$ cat src/rtl/ppu_pkg.sv
`default_nettype none

package ppu_pkg;

    // ******************************
    // Widths and step counts
    // ******************************

    // Operand and result width.
    localparam int DATA_W = 16;

    // The restoring divider retires one quotient bit per iteration.
    localparam int DIV_STEPS = DATA_W;

    // Wide enough to hold DIV_STEPS itself.
    localparam int CNT_W = 5;

    // ******************************
    // Encodings
    // ******************************

    typedef enum logic [1:0] {
        OP_ADD = 2'd0,
        OP_SUB = 2'd1,
        OP_MUL = 2'd2,
        OP_DIV = 2'd3
    } op_e;

    typedef enum logic [1:0] {
        ST_IDLE      = 2'd0,
        ST_DIV_RUN   = 2'd1,
        ST_DIV_DRAIN = 2'd2
    } state_e;

endpackage

`default_nettype wire

$ cat src/rtl/ppu_control_unit.sv
`timescale 1ns/1ps
`default_nettype none

module ppu_control_unit (
    input  wire logic         clk,
    input  wire logic         rst,
    input  wire logic         valid_i,
    input  ppu_pkg::op_e      op_i,
    input  wire logic         last_step_i,
    output logic              issue_alu_o,
    output ppu_pkg::op_e      alu_op_o,
    output logic              start_div_o,
    output logic              div_done_o,
    output logic              stall_o
);

    ppu_pkg::state_e state_q;
    ppu_pkg::state_e state_d;

    logic is_div;

    // Opcode is decoded here only; the pipeline never sees a divide.
    assign is_div = (op_i == ppu_pkg::OP_DIV);

    // ******************************
    // Issue decode
    // ******************************

    always_comb begin
        issue_alu_o = 1'b0;
        start_div_o = 1'b0;
        if (state_q == ppu_pkg::ST_IDLE && valid_i) begin
            issue_alu_o = !is_div;
            start_div_o = is_div;
        end
    end

    assign alu_op_o = issue_alu_o ? op_i : ppu_pkg::OP_ADD;

    // Stall and drain depend on the state register alone.
    assign stall_o    = (state_q != ppu_pkg::ST_IDLE);
    assign div_done_o = (state_q == ppu_pkg::ST_DIV_DRAIN);

    // ******************************
    // State register
    // ******************************

    always_comb begin
        state_d = state_q;
        case (state_q)
            ppu_pkg::ST_IDLE: begin
                if (start_div_o) begin
                    state_d = ppu_pkg::ST_DIV_RUN;
                end
            end
            ppu_pkg::ST_DIV_RUN: begin
                // The counter flags the final iteration.
                if (last_step_i) begin
                    state_d = ppu_pkg::ST_DIV_DRAIN;
                end
            end
            ppu_pkg::ST_DIV_DRAIN: begin
                state_d = ppu_pkg::ST_IDLE;
            end
            default: begin
                state_d = ppu_pkg::ST_IDLE;
            end
        endcase
    end

    always_ff @(posedge clk) begin
        if (rst) begin
            state_q <= ppu_pkg::ST_IDLE;
        end else begin
            state_q <= state_d;
        end
    end

    // ******************************
    // Checks
    // ******************************

    // The counter only reports its final step while a divide is running.
    a_last_step_in_run: assert property (
        @(posedge clk) disable iff (rst)
        last_step_i |-> (state_q == ppu_pkg::ST_DIV_RUN)
    );

    // A divide holds the stall for every iteration plus the drain cycle.
    // This relies on the step counter's timing.
    a_div_stall_len: assert property (
        @(posedge clk) disable iff (rst)
        start_div_o |=> stall_o [*ppu_pkg::DIV_STEPS + 1] ##1 !stall_o
    );

endmodule

`default_nettype wire

$ cat src/rtl/ppu_divider.sv
`timescale 1ns/1ps
`default_nettype none

module ppu_divider (
    input  wire logic                      clk,
    input  wire logic                      rst,
    input  wire logic                      start_i,
    input  wire logic                      step_i,
    input  wire logic [ppu_pkg::DATA_W-1:0] dividend_i,
    input  wire logic [ppu_pkg::DATA_W-1:0] divisor_i,
    output logic      [ppu_pkg::DATA_W-1:0] quotient_o
);

    localparam int W = ppu_pkg::DATA_W;

    logic [W-1:0] divisor_q;
    logic [W-1:0] rem_q;
    logic [W-1:0] quo_q;

    logic [W:0] shifted;
    logic [W:0] diff;
    logic       fits;

    // ******************************
    // One restoring iteration
    // ******************************

    // The next dividend bit comes out of the top of the quotient register,
    // so the register holds dividend bits on the left and quotient bits
    // on the right as the division proceeds.
    assign shifted = {rem_q, quo_q[W-1]};
    assign diff    = shifted - {1'b0, divisor_q};

    // A zero divisor always fits, which drives every quotient bit to one.
    assign fits = (shifted >= {1'b0, divisor_q});

    // ******************************
    // Registers
    // ******************************

    always_ff @(posedge clk) begin
        if (start_i) begin
            divisor_q <= divisor_i;
        end
    end

    always_ff @(posedge clk) begin
        if (rst) begin
            rem_q <= '0;
            quo_q <= '0;
        end else if (start_i) begin
            rem_q <= '0;
            quo_q <= dividend_i;
        end else if (step_i) begin
            // Remainder stays below a nonzero divisor, so W bits suffice.
            rem_q <= fits ? diff[W-1:0] : shifted[W-1:0];
            quo_q <= {quo_q[W-2:0], fits};
        end
    end

    assign quotient_o = quo_q;

endmodule

`default_nettype wire

$ cat src/rtl/ppu_exec_pipe.sv
`timescale 1ns/1ps
`default_nettype none

module ppu_exec_pipe (
    input  wire logic                      clk,
    input  wire logic                      rst,
    input  wire logic                      issue_i,
    input  ppu_pkg::op_e                   op_i,
    input  wire logic [ppu_pkg::DATA_W-1:0] a_i,
    input  wire logic [ppu_pkg::DATA_W-1:0] b_i,
    input  wire logic                      div_done_i,
    input  wire logic [ppu_pkg::DATA_W-1:0] quotient_i,
    output logic                           valid_o,
    output logic      [ppu_pkg::DATA_W-1:0] result_o
);

    localparam int W = ppu_pkg::DATA_W;

    logic         s1_valid_q;
    ppu_pkg::op_e s1_op_q;
    logic [W-1:0] s1_a_q;
    logic [W-1:0] s1_b_q;

    logic [W-1:0] alu_res;

    logic         wb_valid_q;
    logic [W-1:0] wb_data_q;

    // ******************************
    // Stage 1: operand capture
    // ******************************

    always_ff @(posedge clk) begin
        if (rst) begin
            s1_valid_q <= 1'b0;
        end else begin
            s1_valid_q <= issue_i;
        end
    end

    always_ff @(posedge clk) begin
        if (issue_i) begin
            s1_op_q <= op_i;
            s1_a_q  <= a_i;
            s1_b_q  <= b_i;
        end
    end

    // ******************************
    // Stage 2: compute and writeback
    // ******************************

    // All results wrap to W bits; the multiply keeps the low half.
    always_comb begin
        case (s1_op_q)
            ppu_pkg::OP_SUB: alu_res = s1_a_q - s1_b_q;
            ppu_pkg::OP_MUL: alu_res = s1_a_q * s1_b_q;
            default:         alu_res = s1_a_q + s1_b_q;
        endcase
    end

    always_ff @(posedge clk) begin
        if (rst) begin
            wb_valid_q <= 1'b0;
        end else begin
            wb_valid_q <= s1_valid_q || div_done_i;
        end
    end

    // The quotient shares this register with the ALU result.
    always_ff @(posedge clk) begin
        if (div_done_i) begin
            wb_data_q <= quotient_i;
        end else if (s1_valid_q) begin
            wb_data_q <= alu_res;
        end
    end

    assign valid_o  = wb_valid_q;
    assign result_o = wb_data_q;

    // The controller's stall must keep the ALU stream and the divide drain
    // from reaching the writeback register in the same cycle.
    a_wb_no_collision: assert property (
        @(posedge clk) disable iff (rst)
        !(s1_valid_q && div_done_i)
    );

endmodule

`default_nettype wire

$ cat src/rtl/ppu_step_counter.sv
`timescale 1ns/1ps
`default_nettype none

module ppu_step_counter (
    input  wire logic clk,
    input  wire logic rst,
    input  wire logic start_i,
    output logic      busy_o,
    output logic      last_step_o
);

    localparam logic [ppu_pkg::CNT_W-1:0] LOAD_VAL = ppu_pkg::CNT_W'(ppu_pkg::DIV_STEPS);
    localparam logic [ppu_pkg::CNT_W-1:0] ONE      = ppu_pkg::CNT_W'(1);

    logic [ppu_pkg::CNT_W-1:0] cnt_q;

    // ******************************
    // Down counter
    // ******************************

    // Loaded in the acceptance cycle, then one decrement per iteration.
    always_ff @(posedge clk) begin
        if (rst) begin
            cnt_q <= '0;
        end else if (start_i) begin
            cnt_q <= LOAD_VAL;
        end else if (busy_o) begin
            cnt_q <= cnt_q - ONE;
        end
    end

    // The divider steps in every cycle where the count is nonzero.
    assign busy_o = (cnt_q != '0);

    // Count of one marks the final run cycle.
    assign last_step_o = (cnt_q == ONE);

endmodule

`default_nettype wire

$ cat src/rtl/ppu_top.sv
`timescale 1ns/1ps
`default_nettype none

module ppu_top (
    input  wire logic                      clk,
    input  wire logic                      rst,
    input  wire logic                      valid_i,
    input  ppu_pkg::op_e                   op_i,
    input  wire logic [ppu_pkg::DATA_W-1:0] a_i,
    input  wire logic [ppu_pkg::DATA_W-1:0] b_i,
    output logic                           valid_o,
    output logic      [ppu_pkg::DATA_W-1:0] result_o,
    output logic                           stall_o
);

    logic                      issue_alu;
    ppu_pkg::op_e              alu_op;
    logic                      start_div;
    logic                      div_done;
    logic                      last_step;
    logic                      div_busy;
    logic [ppu_pkg::DATA_W-1:0] quotient;

    // ******************************
    // Control
    // ******************************

    ppu_control_unit u_ctrl (
        .clk         (clk),
        .rst         (rst),
        .valid_i     (valid_i),
        .op_i        (op_i),
        .last_step_i (last_step),
        .issue_alu_o (issue_alu),
        .alu_op_o    (alu_op),
        .start_div_o (start_div),
        .div_done_o  (div_done),
        .stall_o     (stall_o)
    );

    ppu_step_counter u_cnt (
        .clk         (clk),
        .rst         (rst),
        .start_i     (start_div),
        .busy_o      (div_busy),
        .last_step_o (last_step)
    );

    // ******************************
    // Datapath
    // ******************************

    // The divider iterates for exactly as long as the counter is busy.
    ppu_divider u_div (
        .clk        (clk),
        .rst        (rst),
        .start_i    (start_div),
        .step_i     (div_busy),
        .dividend_i (a_i),
        .divisor_i  (b_i),
        .quotient_o (quotient)
    );

    ppu_exec_pipe u_pipe (
        .clk        (clk),
        .rst        (rst),
        .issue_i    (issue_alu),
        .op_i       (alu_op),
        .a_i        (a_i),
        .b_i        (b_i),
        .div_done_i (div_done),
        .quotient_i (quotient),
        .valid_o    (valid_o),
        .result_o   (result_o)
    );

endmodule

`default_nettype wire
$ cat config.mk
export PLATFORM = sky130hd
export DESIGN_NAME = ppu_top
export DESIGN_NICKNAME = d
export VERILOG_FILES = /design/src/rtl/ppu_pkg.sv /design/src/rtl/ppu_control_unit.sv /design/src/rtl/ppu_divider.sv /design/src/rtl/ppu_exec_pipe.sv /design/src/rtl/ppu_step_counter.sv /design/src/rtl/ppu_top.sv
export SDC_FILE = /design/constraint.sdc
export NUM_CORES = 1
export LEC_CHECK = 0
export ABC_AREA = 1
export BUFFER_PORTS_ARGS = -buffer_cell sky130_fd_sc_hd__buf_2
export CAP_MARGIN = 10
export CORE_ASPECT_RATIO = 2
export CORE_MARGIN = 8
export CORE_UTILIZATION = 35
export DETAILED_ROUTE_END_ITERATION = 6
export GPL_ROUTABILITY_DRIVEN = 0
export GPL_TIMING_DRIVEN = 0
export HOLD_SLACK_MARGIN = 0.08
export SKIP_CTS_REPAIR_TIMING = 1
export SYNTH_ARGS = -nofsm -noshare
export SYNTH_HDL_FRONTEND = slang
export SYNTH_SLANG_ARGS = --single-unit
$ cat constraint.sdc
create_clock -name clk -period 5.38 [get_ports clk]
set_input_delay 0.538 -clock clk [delete_from_list [all_inputs] [get_ports clk]]
set_output_delay 0.538 -clock clk [all_outputs]
set_load 0.02 [all_outputs]
# == Word level (Yosys, flattened, before mapping) ==
# Index checks and enable logic that the tools add are counted.
# op_classes
addsub,4
multipliers,1
order_cmp,1
eq_ne,8
mux,13
n_reduce_logical,10
# ops
cell,n
$mux 16,5
$pmux 16 s2,1
$sub 16x16->16,2
$ge 17x16->1,1
$add 16x16->16,1
$mul 16x16->16,1
$mux 5,2
$eq 2x2->1 const B,3
$reduce_bool 2->1,3
$eq 5x1->1 const B,1
$reduce_bool 5->1,1
$sub 5x1->5 const B,1
$eq 2x1->1 const B,2
$mux 2,2
$ne 2x2->1 const B,2
$pmux 2 s2,1
$logic_not 2->1,1
$mux 1,2
$reduce_and 2->1,1
$reduce_or 2->1,1
$logic_and 1x1->1,1
$logic_not 1->1,1
$logic_or 1x1->1,1
# totals
ff_bits,107
in_bits,37
output_inout_bits,18
wordCells,49

# == Depth between registers and ports, before layout ==
# Gate-level depths: netlist (run 1).
# depth
ltp_word,5
mapped_depth,31
mapped_depth_nobuf,30

# == Cells and area by module ==
# From an unflattened synthesis (run 1), not the netlist that was laid out.
# hier_totals
cells_unflattened,1453
hier_area_um2,10895.4
# modules_own_cells
mod,n_inst,cells_per_inst,area_per_inst_um2
ppu_exec_pipe,1,962,7335.8
ppu_divider,1,435,3161.8
ppu_step_counter,1,38,277.8
ppu_control_unit,1,18,120.1

# == Worst setup path before layout (run 1) ==
# OpenSTA, ideal clock, no wires.
# synth_timing
path_type,register to register
startpoint,register u_pipe.s1_b_q[1]
endpoint,"register u_pipe.wb_data_q[15], in the netlist u_pipe.result_o[15] (data pin)"
setup_time_ns,0.140
t_arrival_ns,5.248
required_time_ns,5.240
setup_slack_ns,-0.009
path_stages_with_launch,25
n_path_buf,2
synth_period_minus_slack_ns,5.389
cell_sequence,edfxtp_1 > buf_6 > clkbuf_1 > nand2_1 > fa_1 > fa_1 > inv_1 > fa_1 > fa_1 > fa_1 > inv_1 > fa_1 > inv_1 > ha_1 > inv_1 > o21ai_0 > a21oi_1 > nand3_1 > nand2_1 > nand2_1 > a21oi_1 > inv_1 > nand3_1 > nand3_1 > a21oi_2
# synth_via
elab_chain_len,4
# synth_lines
item,line,text
start: declaration,ppu_exec_pipe.sv:22,logic [W-1:0] s1_b_q;
start signal: assignment,ppu_exec_pipe.sv:45,s1_b_q <= b_i;
$mul 16x16->16 (tied with other cells),ppu_exec_pipe.sv:57,ppu_pkg::OP_MUL: alu_res = s1_a_q * s1_b_q;
$pmux 16 s2 (*),ppu_exec_pipe.sv:55,case (s1_op_q)
$mux 16 (*),ppu_exec_pipe.sv:74,end else if (s1_valid_q) begin
$mux 16 (*),ppu_exec_pipe.sv:72,if (div_done_i) begin
end signal: assignment,ppu_exec_pipe.sv:73,wb_data_q <= quotient_i;
end signal: assignment,ppu_exec_pipe.sv:75,wb_data_q <= alu_res;
end: declaration,ppu_exec_pipe.sv:27,logic [W-1:0] wb_data_q;
# Mark *: on every way between the ends. The rest lies on a longest branch, timed or not. The select of a mux whose other input is x is not followed.
# A chain may end at the register's enable or synchronous reset.

# == Worst setup path after layout (run 1) ==
# layout_timing
startpoint,register u_pipe.s1_a_q[8]
endpoint,"register u_pipe.wb_data_q[15], in the netlist u_pipe.result_o[15] (data pin)"
# layout_via
elab_chain_len,4
# layout_lines
item,line,text
start: declaration,ppu_exec_pipe.sv:21,logic [W-1:0] s1_a_q;
start signal: assignment,ppu_exec_pipe.sv:44,s1_a_q <= a_i;
$mul 16x16->16 (tied with other cells),ppu_exec_pipe.sv:57,
$pmux 16 s2 (*),ppu_exec_pipe.sv:55,
$mux 16 (*),ppu_exec_pipe.sv:74,
$mux 16 (*),ppu_exec_pipe.sv:72,
# Marked as above.

==> insert_results.sql, run 1 <==
INSERT INTO impl_metrics (metric_group, metric, value, unit) VALUES
('worst_setup_path', 'r2r-end', 'u_pipe.result_o[15]$_DFFE_PP_', ''),
('logic_synthesis', 'synthDominantAreaCellType', 'sky130_fd_sc_hd__edfxtp_1', ''),
('power_and_ir_drop', 'relative_contribution_of_sequential_cells_to_total_power', '15.9', '%'),
('clock_network', 'tritoncts', 'yes', ''),
('worst_setup_path', 'worstSetupEndpointType', 'register', ''),
('worst_setup_path', 'path_depth', '26', ''),
('logic_synthesis', 'synth.yosys.warnings', '0', ''),
('logic_synthesis', 'synth_nets', '1529', ''),
('worst_setup_path', 'r2r_start', 'u_pipe.s1_a_q[8]$_DFFE_PP_', ''),
('logic_synthesis', 'ys_top_cells_by_area', 'sky130_fd_sc_hd__edfxtp_1 (19%), sky130_fd_sc_hd__fa_1 (16%), sky130_fd_sc_hd__nand2_1 (12%), sky130_fd_sc_hd__inv_1 (12%), sky130_fd_sc_hd__ha_1 (10%)', ''),
('clock_network', 'htree_num_levels', '3', ''),
('power_and_ir_drop', 'total_leakage_power', '6.288', 'nW'),
('worst_setup_path', 'worst-path-buf-inv', '9', ''),
('worst_setup_path', 'element_type_at_the_critical_path_start', 'register', ''),
('worst_setup_path', 'kind_of_critical_path', 'register to register', ''),
('floorplanning', 'core-area', '28850', 'µm²'),
('routing', 'route.detailed.wl_per_inst', '17.18', 'µm'),
('clock_network', 'clkLatencyLatePin', '370', 'ps'),
('final_layout', 'final_design_area_no_fill', '11960', 'µm²'),
('logic_synthesis', 'synth_cells', '1325', ''),
('logic_synthesis', 'synthFlopType', 'sky130_fd_sc_hd__edfxtp_1', ''),
('place', 'dp_worst_setup_slack', '-1167', 'ps'),
('final_layout', 'final_core_utilization', '41.46', '%'),
('power_and_ir_drop', 'vdd_drop_max', '0.5038', 'mV'),
('worst_setup_path', 'cpLargestDelayFamily', 'adder cells', ''),
('clock_network', 'root_buffer', 'sky130_fd_sc_hd__clkbuf_16', ''),
('worst_setup_path', 'crit_path_end', 'u_pipe.result_o[15]$_DFFE_PP_', ''),
('worst_setup_path', 'critical_path_peak_fanout', '6', ''),
('place', 'dp_hpwl', '25.12', 'mm'),
('worst_setup_path', 'crit_required', '5600', 'ps'),
('floorplanning', 'dieHeight', '258.0', 'µm'),
('run_status', 'outcome', 'finished with violations', ''),
('global_routing', 'grt_pass1_wl', '47.32', 'mm'),
('global_routing', 'first_global_vias', '8961', ''),
('routing', 'via_count', '8798', ''),
('sta', 'finalSetupViolations', '3', ''),
('sta', 'timing.final.ws_setup', '-325.8', 'ps'),
('power_and_ir_drop', 'total_switching_power', '3.595', 'mW'),
('floorplanning', 'design.portCount', '55', ''),
('sta', 'final-hold-violation-count', '0', ''),
('clock_network', 'clock_sinks', '107', ''),
('floorplanning', 'horizontal_die_dimension', '137.0', 'µm'),
('sta', 'rsz0062_at_grt', 'true', ''),
('logic_synthesis', 'async_flop_share', '0', '%'),
('min_path', 'hold_path_class', 'input pin to register', ''),
('power_and_ir_drop', 'power_frac_comb', '74.6', '%'),
('worst_setup_path', 'reg2reg_depth', '26', ''),
('place', 'port_buffers', '54', ''),
('sta', 'worst_margin_pin_slew', '1171', 'ps'),
('run_status', 'violated_checks', 'setup timing', ''),
('logic_synthesis', 'synth-seq-cells', '107', ''),
('power_and_ir_drop', 'power_per_cell_area', '599.4', 'nW/µm²'),
('sta', 'final_period_minus_worst_setup_slack', '5706', 'ps'),
('sta', 'layout_worst_path_cycle_share', '106.1', '%'),
('floorplanning', 'fp.dieArea', '35330', 'µm²'),
('routing', 'wirelength', '30.76', 'mm'),
('place', 'placed_area', '10990', 'µm²'),
('global_routing', 'globalRouteOverflowTotal', '0', ''),
('routing', 'drt_iter0_markers', '351', ''),
('run', 'maxCapViolations', '0', ''),
('power_and_ir_drop', 'power.switching_fraction', '50.14', '%'),
('logic_synthesis', 'synth_commonest_cells', 'sky130_fd_sc_hd__nand2_1 (329), sky130_fd_sc_hd__inv_1 (315), sky130_fd_sc_hd__ha_1 (85), sky130_fd_sc_hd__fa_1 (82), sky130_fd_sc_hd__edfxtp_1 (66)', ''),
('routing', 'route.detailed.vias_per_inst', '4.912', ''),
('logic_synthesis', 'yosysTopAreaCellShare', '19.35', '%'),
('routing', 'drtAntennaViolNets', '0', ''),
('routing', 'drtPass1Iterations', '5', ''),
('power_and_ir_drop', 'power.internal', '3.575', 'mW'),
('logic_synthesis', 'post_synthesis_sequential_area_ratio', '27.36', '%'),
('sta', 'worst_slack_on_hold_paths', '357.5', 'ps'),
('sta', 'remaining_max_slew_budget_at_the_tightest_pin', '21.86', '%'),
('logic_synthesis', 'netlist_area', '10240', 'µm²');
-- placed cells by master, fill, tap and decap left out, types with 5 or more instances in the layout --
cell and instances:
sky130_fd_sc_hd__o21ai_2 10, sky130_fd_sc_hd__a31oi_1 13, sky130_fd_sc_hd__edfxtp_1 66, sky130_fd_sc_hd__buf_6 13, sky130_fd_sc_hd__inv_2 22, sky130_fd_sc_hd__xor2_1 26
sky130_fd_sc_hd__clkbuf_16 9, sky130_fd_sc_hd__o211ai_1 6, sky130_fd_sc_hd__dfxtp_1 41, sky130_fd_sc_hd__o21ai_0 42, sky130_fd_sc_hd__o221ai_1 12, sky130_fd_sc_hd__buf_4 41
sky130_fd_sc_hd__nand3_1 42, sky130_fd_sc_hd__a21o_1 6, sky130_fd_sc_hd__nand2_2 12, sky130_fd_sc_hd__inv_1 296, sky130_fd_sc_hd__a21oi_1 54, sky130_fd_sc_hd__ha_4 9
sky130_fd_sc_hd__a21oi_2 6, sky130_fd_sc_hd__fa_1 77, sky130_fd_sc_hd__fa_2 5, sky130_fd_sc_hd__buf_2 63, sky130_fd_sc_hd__xnor2_1 13, sky130_fd_sc_hd__ha_1 75
sky130_fd_sc_hd__o21ai_1 13, sky130_fd_sc_hd__nand3_2 7, sky130_fd_sc_hd__nor2_2 6, sky130_fd_sc_hd__nor2_1 57, sky130_fd_sc_hd__nor3_1 5, sky130_fd_sc_hd__nand2_1 320
sky130_fd_sc_hd__clkbuf_1 11
-- registers in the layout (all words and copies together) (netlist names) --
| register | cells |
|---|---|
| u_ctrl.state_q | 2 |
| u_pipe.s1_op_q | 2 |
| u_pipe.result_o | 16 |
| u_pipe.valid_o | 1 |
| u_div.divisor_q | 16 |
| u_div.quotient_o | 16 |
| u_cnt.cnt_q | 5 |
| u_div.rem_q | 16 |
| u_pipe.s1_a_q | 16 |
| u_pipe.s1_valid_q | 1 |
| u_pipe.s1_b_q | 16 |
-- through the flow --
step / instances / TNS (ps)
after CTS: 1756 / -4902
after global routing: 1791 / -1489
after floorplan: 1325 / 0
final: 1791 / -741.3
after global placement: 1739 / -4455
after detailed placement: 1740 / -4761
-- cell type report --
cell class | instances | area, µm²
timing repair buffer | 92 | 575.6
multi-input combinational | 856 | 6342
tap | 360 | 450.4
fill | 3016 | 16890
clock inverter | 7 | 86.33
clock buffer | 9 | 225.2
buffer | 39 | 267.8
sequential | 107 | 2803
inverter | 321 | 1211
-- cell families (layout without fill, tap and decap cells) --
family / count (synthesis) / in the layout / share of synthesized area (%)
DFF: 107 / 107 / 27.36
AOI/OAI and AO/OA: 181 / 181 / 10.44
buffers and inverters: 362 / 468 / 13.67
adders and majority gates: 167 / 167 / 26.40
and+or+nand+nor: 469 / 469 / 18.80
xor gates and xnor gates: 39 / 39 / 3.334
-- power groups by stage --
stage	sequential, mW	clock [mW]	combinational (mW)
after CTS	1.14	0.695	3.93
after global routing	1.16	0.718	5.91
after detailed placement	1.16	0	3.90
after floorplan	1.15	0	2.68
final	1.14	0.678	5.35
after global placement	1.16	0	3.85
-- layer usage --
metal  vias up  global-route usage [%]  routed length, µm
li1       4308                       -                  -
met1      4178                   15.36               9760
met2       222                   35.05              17970
met3        90                   1.595                819
met4         0                   13.57               2218
met5         -                       0                  0
-- how the worst min path moves through the flow --
stage	slack, ps	endpoint	depth (start not counted)	start
2_1_floorplan	430	u_pipe.valid_o$_SDFF_PP0_	2	u_pipe.s1_valid_q$_SDFF_PP0_
3_3_place_gp	440	u_pipe.valid_o$_SDFF_PP0_	2	u_pipe.s1_valid_q$_SDFF_PP0_
3_5_place_dp	450	u_pipe.valid_o$_SDFF_PP0_	2	u_pipe.s1_valid_q$_SDFF_PP0_
4_1_cts	350	u_div.divisor_q[8]$_DFFE_PP_	1	b_i[8]
5_1_grt	350	u_div.divisor_q[8]$_DFFE_PP_	1	b_i[8]
6_report	360	u_div.divisor_q[1]$_DFFE_PP_	1	b_i[1]
Note: power is estimated with default switching activity, not from simulation.
==> run 2: changes to the inputs <==
--- a/config.mk
+++ b/config.mk
@@ -5,7 +5,6 @@
 export SDC_FILE = /design/constraint.sdc
 export NUM_CORES = 1
 export LEC_CHECK = 0
-export ABC_AREA = 1
 export BUFFER_PORTS_ARGS = -buffer_cell sky130_fd_sc_hd__buf_2
 export CAP_MARGIN = 10
 export CORE_ASPECT_RATIO = 2
==> insert_results.sql, run 2 <==
INSERT INTO impl_metrics (metric_group, metric, value, unit) VALUES
('floorplanning', 'fp.dieArea', '34310', 'µm²'),
('routing', 'route.detailed.wl_per_inst', '18.56', 'µm'),
('power_and_ir_drop', 'total_power', '6.665', 'mW'),
('routing', 'drtPass1Iterations', '5', ''),
('final_layout', 'fillCellCount', '2850', ''),
('logic_synthesis', 'syn_area_per_cell', '9.083', 'µm²'),
('worst_setup_path', 'crit_required', '5580', 'ps'),
('logic_synthesis', 'netlist_area', '9918', 'µm²'),
('floorplanning', 'dieHeight', '254.1', 'µm'),
('sta', 'worst_margin_pin_slew', '837.5', 'ps'),
('logic_synthesis', 'synth_cells', '1092', ''),
('worst_setup_path', 'kind_of_critical_path', 'register to register', ''),
('floorplanning', 'effective_utilization_at_floorplan', '35.32', '%'),
('place', 'dp_hpwl', '23.42', 'mm'),
('sta', 'layout_worst_path_cycle_share', '106.6', '%'),
('logic_synthesis', 'post_synthesis_sequential_area_ratio', '28.26', '%'),
('global_routing', 'globalRouteOverflowTotal', '0', ''),
('final_layout', 'final_design_area_no_fill', '11550', 'µm²'),
('sta', 'remaining_max_slew_budget_at_the_tightest_pin', '44.17', '%'),
('logic_synthesis', 'yosysTopAreaCellShare', '19.98', '%'),
('clock_network', 'tritoncts', 'yes', ''),
('clock_network', 'cts_buf_count', '9', ''),
('clock_network', 'htree_num_levels', '3', ''),
('place', 'placed_area', '10700', 'µm²'),
('power_and_ir_drop', 'total_leakage_power', '4.989', 'nW'),
('floorplanning', 'design.portCount', '55', ''),
('final_layout', 'antenna_diode_count', '0', ''),
('run_status', 'outcome', 'finished with violations', ''),
('sta', 'setup-tns-final', '-1268', 'ps'),
('clock_network', 'root_buffer', 'sky130_fd_sc_hd__clkbuf_16', ''),
('final_layout', 'nets', '1400', ''),
('worst_setup_path', 'worstPathCellList', 'buf_6 > and2_4 > fa_1 > inv_1 > fa_1 > inv_1 > fa_1 > fa_2 > fa_1 > inv_2 > fa_1 > inv_2 > ha_4 > buf_12 > a41o_1 > o41a_1 > xnor2_1 > nand2_1 > a31oi_2', ''),
('clock_network', 'cts.clk_slew.worst_paths', '80', 'ps'),
('logic_synthesis', 'ys_top_cells_by_area', 'sky130_fd_sc_hd__edfxtp_1 (20%), sky130_fd_sc_hd__fa_1 (17%), sky130_fd_sc_hd__ha_1 (11%), sky130_fd_sc_hd__dfxtp_1 (8.3%), sky130_fd_sc_hd__inv_1 (5.3%)', ''),
('worst_setup_path', 'setup.reg_to_reg.worst_slack', '-360', 'ps'),
('routing', 'drt_iter0_markers', '454', ''),
('final_layout', 'synthToLayoutAreaGrowth', '16.46', '%'),
('sta', 'rsz0062_at_grt', 'true', ''),
('logic_synthesis', 'synth.yosys.warnings', '0', ''),
('run_status', 'violated_checks', 'setup timing', ''),
('routing', 'route.detailed.vias_per_inst', '5.132', ''),
('worst_setup_path', 'worstSetupEndpointType', 'register', ''),
('final_layout', 'drive_gt1_share', '15.15', '%'),
('logic_synthesis', 'count_of_flip_flops_with_a_built_in_enable_after_synthesis', '66', ''),
('sta', 'finClkSkew', '12.47', 'ps'),
('worst_setup_path', 'max_stage_delay', '570', 'ps'),
('min_path', 'worstHoldStart', 'b_i[9]', ''),
('floorplanning', 'horizontal_die_dimension', '135.0', 'µm'),
('logic_synthesis', 'synth_commonest_cells', 'sky130_fd_sc_hd__inv_1 (139), sky130_fd_sc_hd__nand2_1 (139), sky130_fd_sc_hd__ha_1 (85), sky130_fd_sc_hd__fa_1 (82)', ''),
('sta', 'worst_slack_on_hold_paths', '360.5', 'ps'),
('logic_synthesis', 'synth-seq-cells', '107', ''),
('clock_network', 'clock_sinks', '107', ''),
('run', 'maxCapViolations', '0', ''),
('min_path', 'hold_path_class', 'input pin to register', ''),
('worst_setup_path', 'r2r_start', 'u_pipe.s1_b_q[4]$_DFFE_PP_', ''),
('sta', 'achievable-frequency', '174.3', 'MHz'),
('floorplanning', 'core-area', '28080', 'µm²'),
('sta', 'final-max-slew-violation-count', '0', ''),
('global_routing', 'antenna_violations_before_repair', '0', ''),
('sta', 'final_period_minus_worst_setup_slack', '5736', 'ps'),
('sta', 'final-hold-violation-count', '0', ''),
('worst_setup_path', 'crit_start', 'u_pipe.s1_b_q[4]$_DFFE_PP_', ''),
('clock_network', 'buffer_depth_of_the_longest_clock_path', '2', ''),
('logic_synthesis', 'synthDominantAreaCellType', 'sky130_fd_sc_hd__edfxtp_1', ''),
('global_routing', 'largest_net_degree_at_the_start_of_global_routing', '25', ''),
('sta', 'finalSetupViolations', '5', ''),
('worst_setup_path', 'cpMostUsedCell', 'sky130_fd_sc_hd__fa_1', ''),
('power_and_ir_drop', 'vdd_drop_max', '0.4074', 'mV'),
('place', 'dp_worst_setup_slack', '-939.1', 'ps'),
('floorplanning', 'placement_rows', '87', ''),
('worst_setup_path', 'critical_path_peak_fanout', '7', ''),
('worst_setup_path', 'critPathSlowestCell', 'sky130_fd_sc_hd__edfxtp_1', ''),
('logic_synthesis', 'async_flop_share', '0', '%'),
('power_and_ir_drop', 'power_per_cell_area', '577.0', 'nW/µm²'),
('final_layout', 'area_of_the_multi_input_gates', '6601', 'µm²'),
('routing', 'route.detailed.drc', '0', ''),
('logic_synthesis', 'synthFlopType', 'sky130_fd_sc_hd__edfxtp_1', ''),
('worst_setup_path', 'element_type_at_the_critical_path_start', 'register', ''),
('final_layout', 'sequential_cell_area', '2803', 'µm²'),
('final_layout', 'mostFrequentLayoutCell', 'sky130_fd_sc_hd__nand2_1', ''),
('global_routing', 'grt_pass1_wl', '44.52', 'mm'),
('global_routing', 'grt_util_all_layers', '17.03', '%'),
('final_layout', 'most_frequent_cells_in_the_layout', 'sky130_fd_sc_hd__nand2_1 (137), sky130_fd_sc_hd__inv_1 (135), sky130_fd_sc_hd__fa_1 (77)', ''),
('logic_synthesis', 'synth_nets', '1296', ''),
('routing', 'drtAntennaViolNets', '0', ''),
('routing', 'wirelength', '28.90', 'mm'),
('worst_setup_path', 'crit_arrival', '5930', 'ps'),
('routing', 'via_count', '7990', ''),
('place', 'port_buffers', '54', ''),
('logic_synthesis', 'yosys.cell_types.count', '60', ''),
('global_routing', 'first_global_vias', '8346', ''),
('sta', 'timing.final.ws_setup', '-355.8', 'ps'),
('clock_network', 'clkLatencyLatePin', '360', 'ps');
run 2: cell types whose count changed after synthesis, moves of 16 or more:
cell                       before  now
sky130_fd_sc_hd__nand2_1      329  139
sky130_fd_sc_hd__nand3_1       48   14
sky130_fd_sc_hd__a311oi_1       0   16
sky130_fd_sc_hd__xnor2_1       13   50
sky130_fd_sc_hd__and2_1         0   72
sky130_fd_sc_hd__inv_1        315  139
sky130_fd_sc_hd__nor3_1         6   24
run 2: metrics by stage:
stage,cells,util [%]
floorplan,1092,-
global placement,1502,37.97
detailed placement,1503,38.08
CTS,1519,39.16
global route,1557,41.13
finish,1557,41.13
run 2: report_power, final:
group	internal, mW	total, mW	switching, mW
clock	0.340	0.668	0.328
sequential	1.04	1.13	0.0989
combinational	2.26	4.86	2.61
total	3.63	6.67	3.03
run 2: metal layers:
metal  track usage (%)  routed length [µm]
met1             15.84                9736
met2             34.47               16910
met3             1.465                 647
met4             9.892                1605
met5                 0                   0
run 2: worst paths after layout:
| path | end | depth (start not counted) |
|---|---|---|
| min reg2reg | u_ctrl.state_q[1]$_SDFFE_PP0P_ | 1 |
| max | u_pipe.result_o[15]$_DFFE_PP_ | 19 |
| min | u_pipe.s1_b_q[9]$_DFFE_PP_ | 1 |
| max reg2reg | u_pipe.result_o[15]$_DFFE_PP_ | 19 |
run 2: layout make-up:
class / instances / share of cell area [%]
plain buffers: 41 / 2.112
clock inverters: 6 / 0.5416
clock buffers: 10 / 2.069
well taps: 356 / 3.856
multi-input cells: 801 / 57.15
repair buffers: 97 / 5.492
inverters: 139 / 4.517
flip-flops and latches: 107 / 24.26
run 2: cell families (layout without fill, tap and decap cells):
family	Yosys count	count (layout)	share of synthesized area [%]
xor gates and xnor gates	73	73	6.661
DFF	107	107	28.26
buffers and inverters	184	293	7.178
adders and majority gates	167	167	27.27
and+or+nand+nor	371	371	17.93
muxes	8	8	0.8074
AOI/OAI and AO/OA	182	182	11.90
run 2: critical path, delay by kind of cell (launching register included):
family	cells	cell delay (ps)
fa+ha+maj	7	3270
flops	1	570
buf+inv	6	550
xor+xnor	1	150
compound gates	3	770
simple gates	2	250
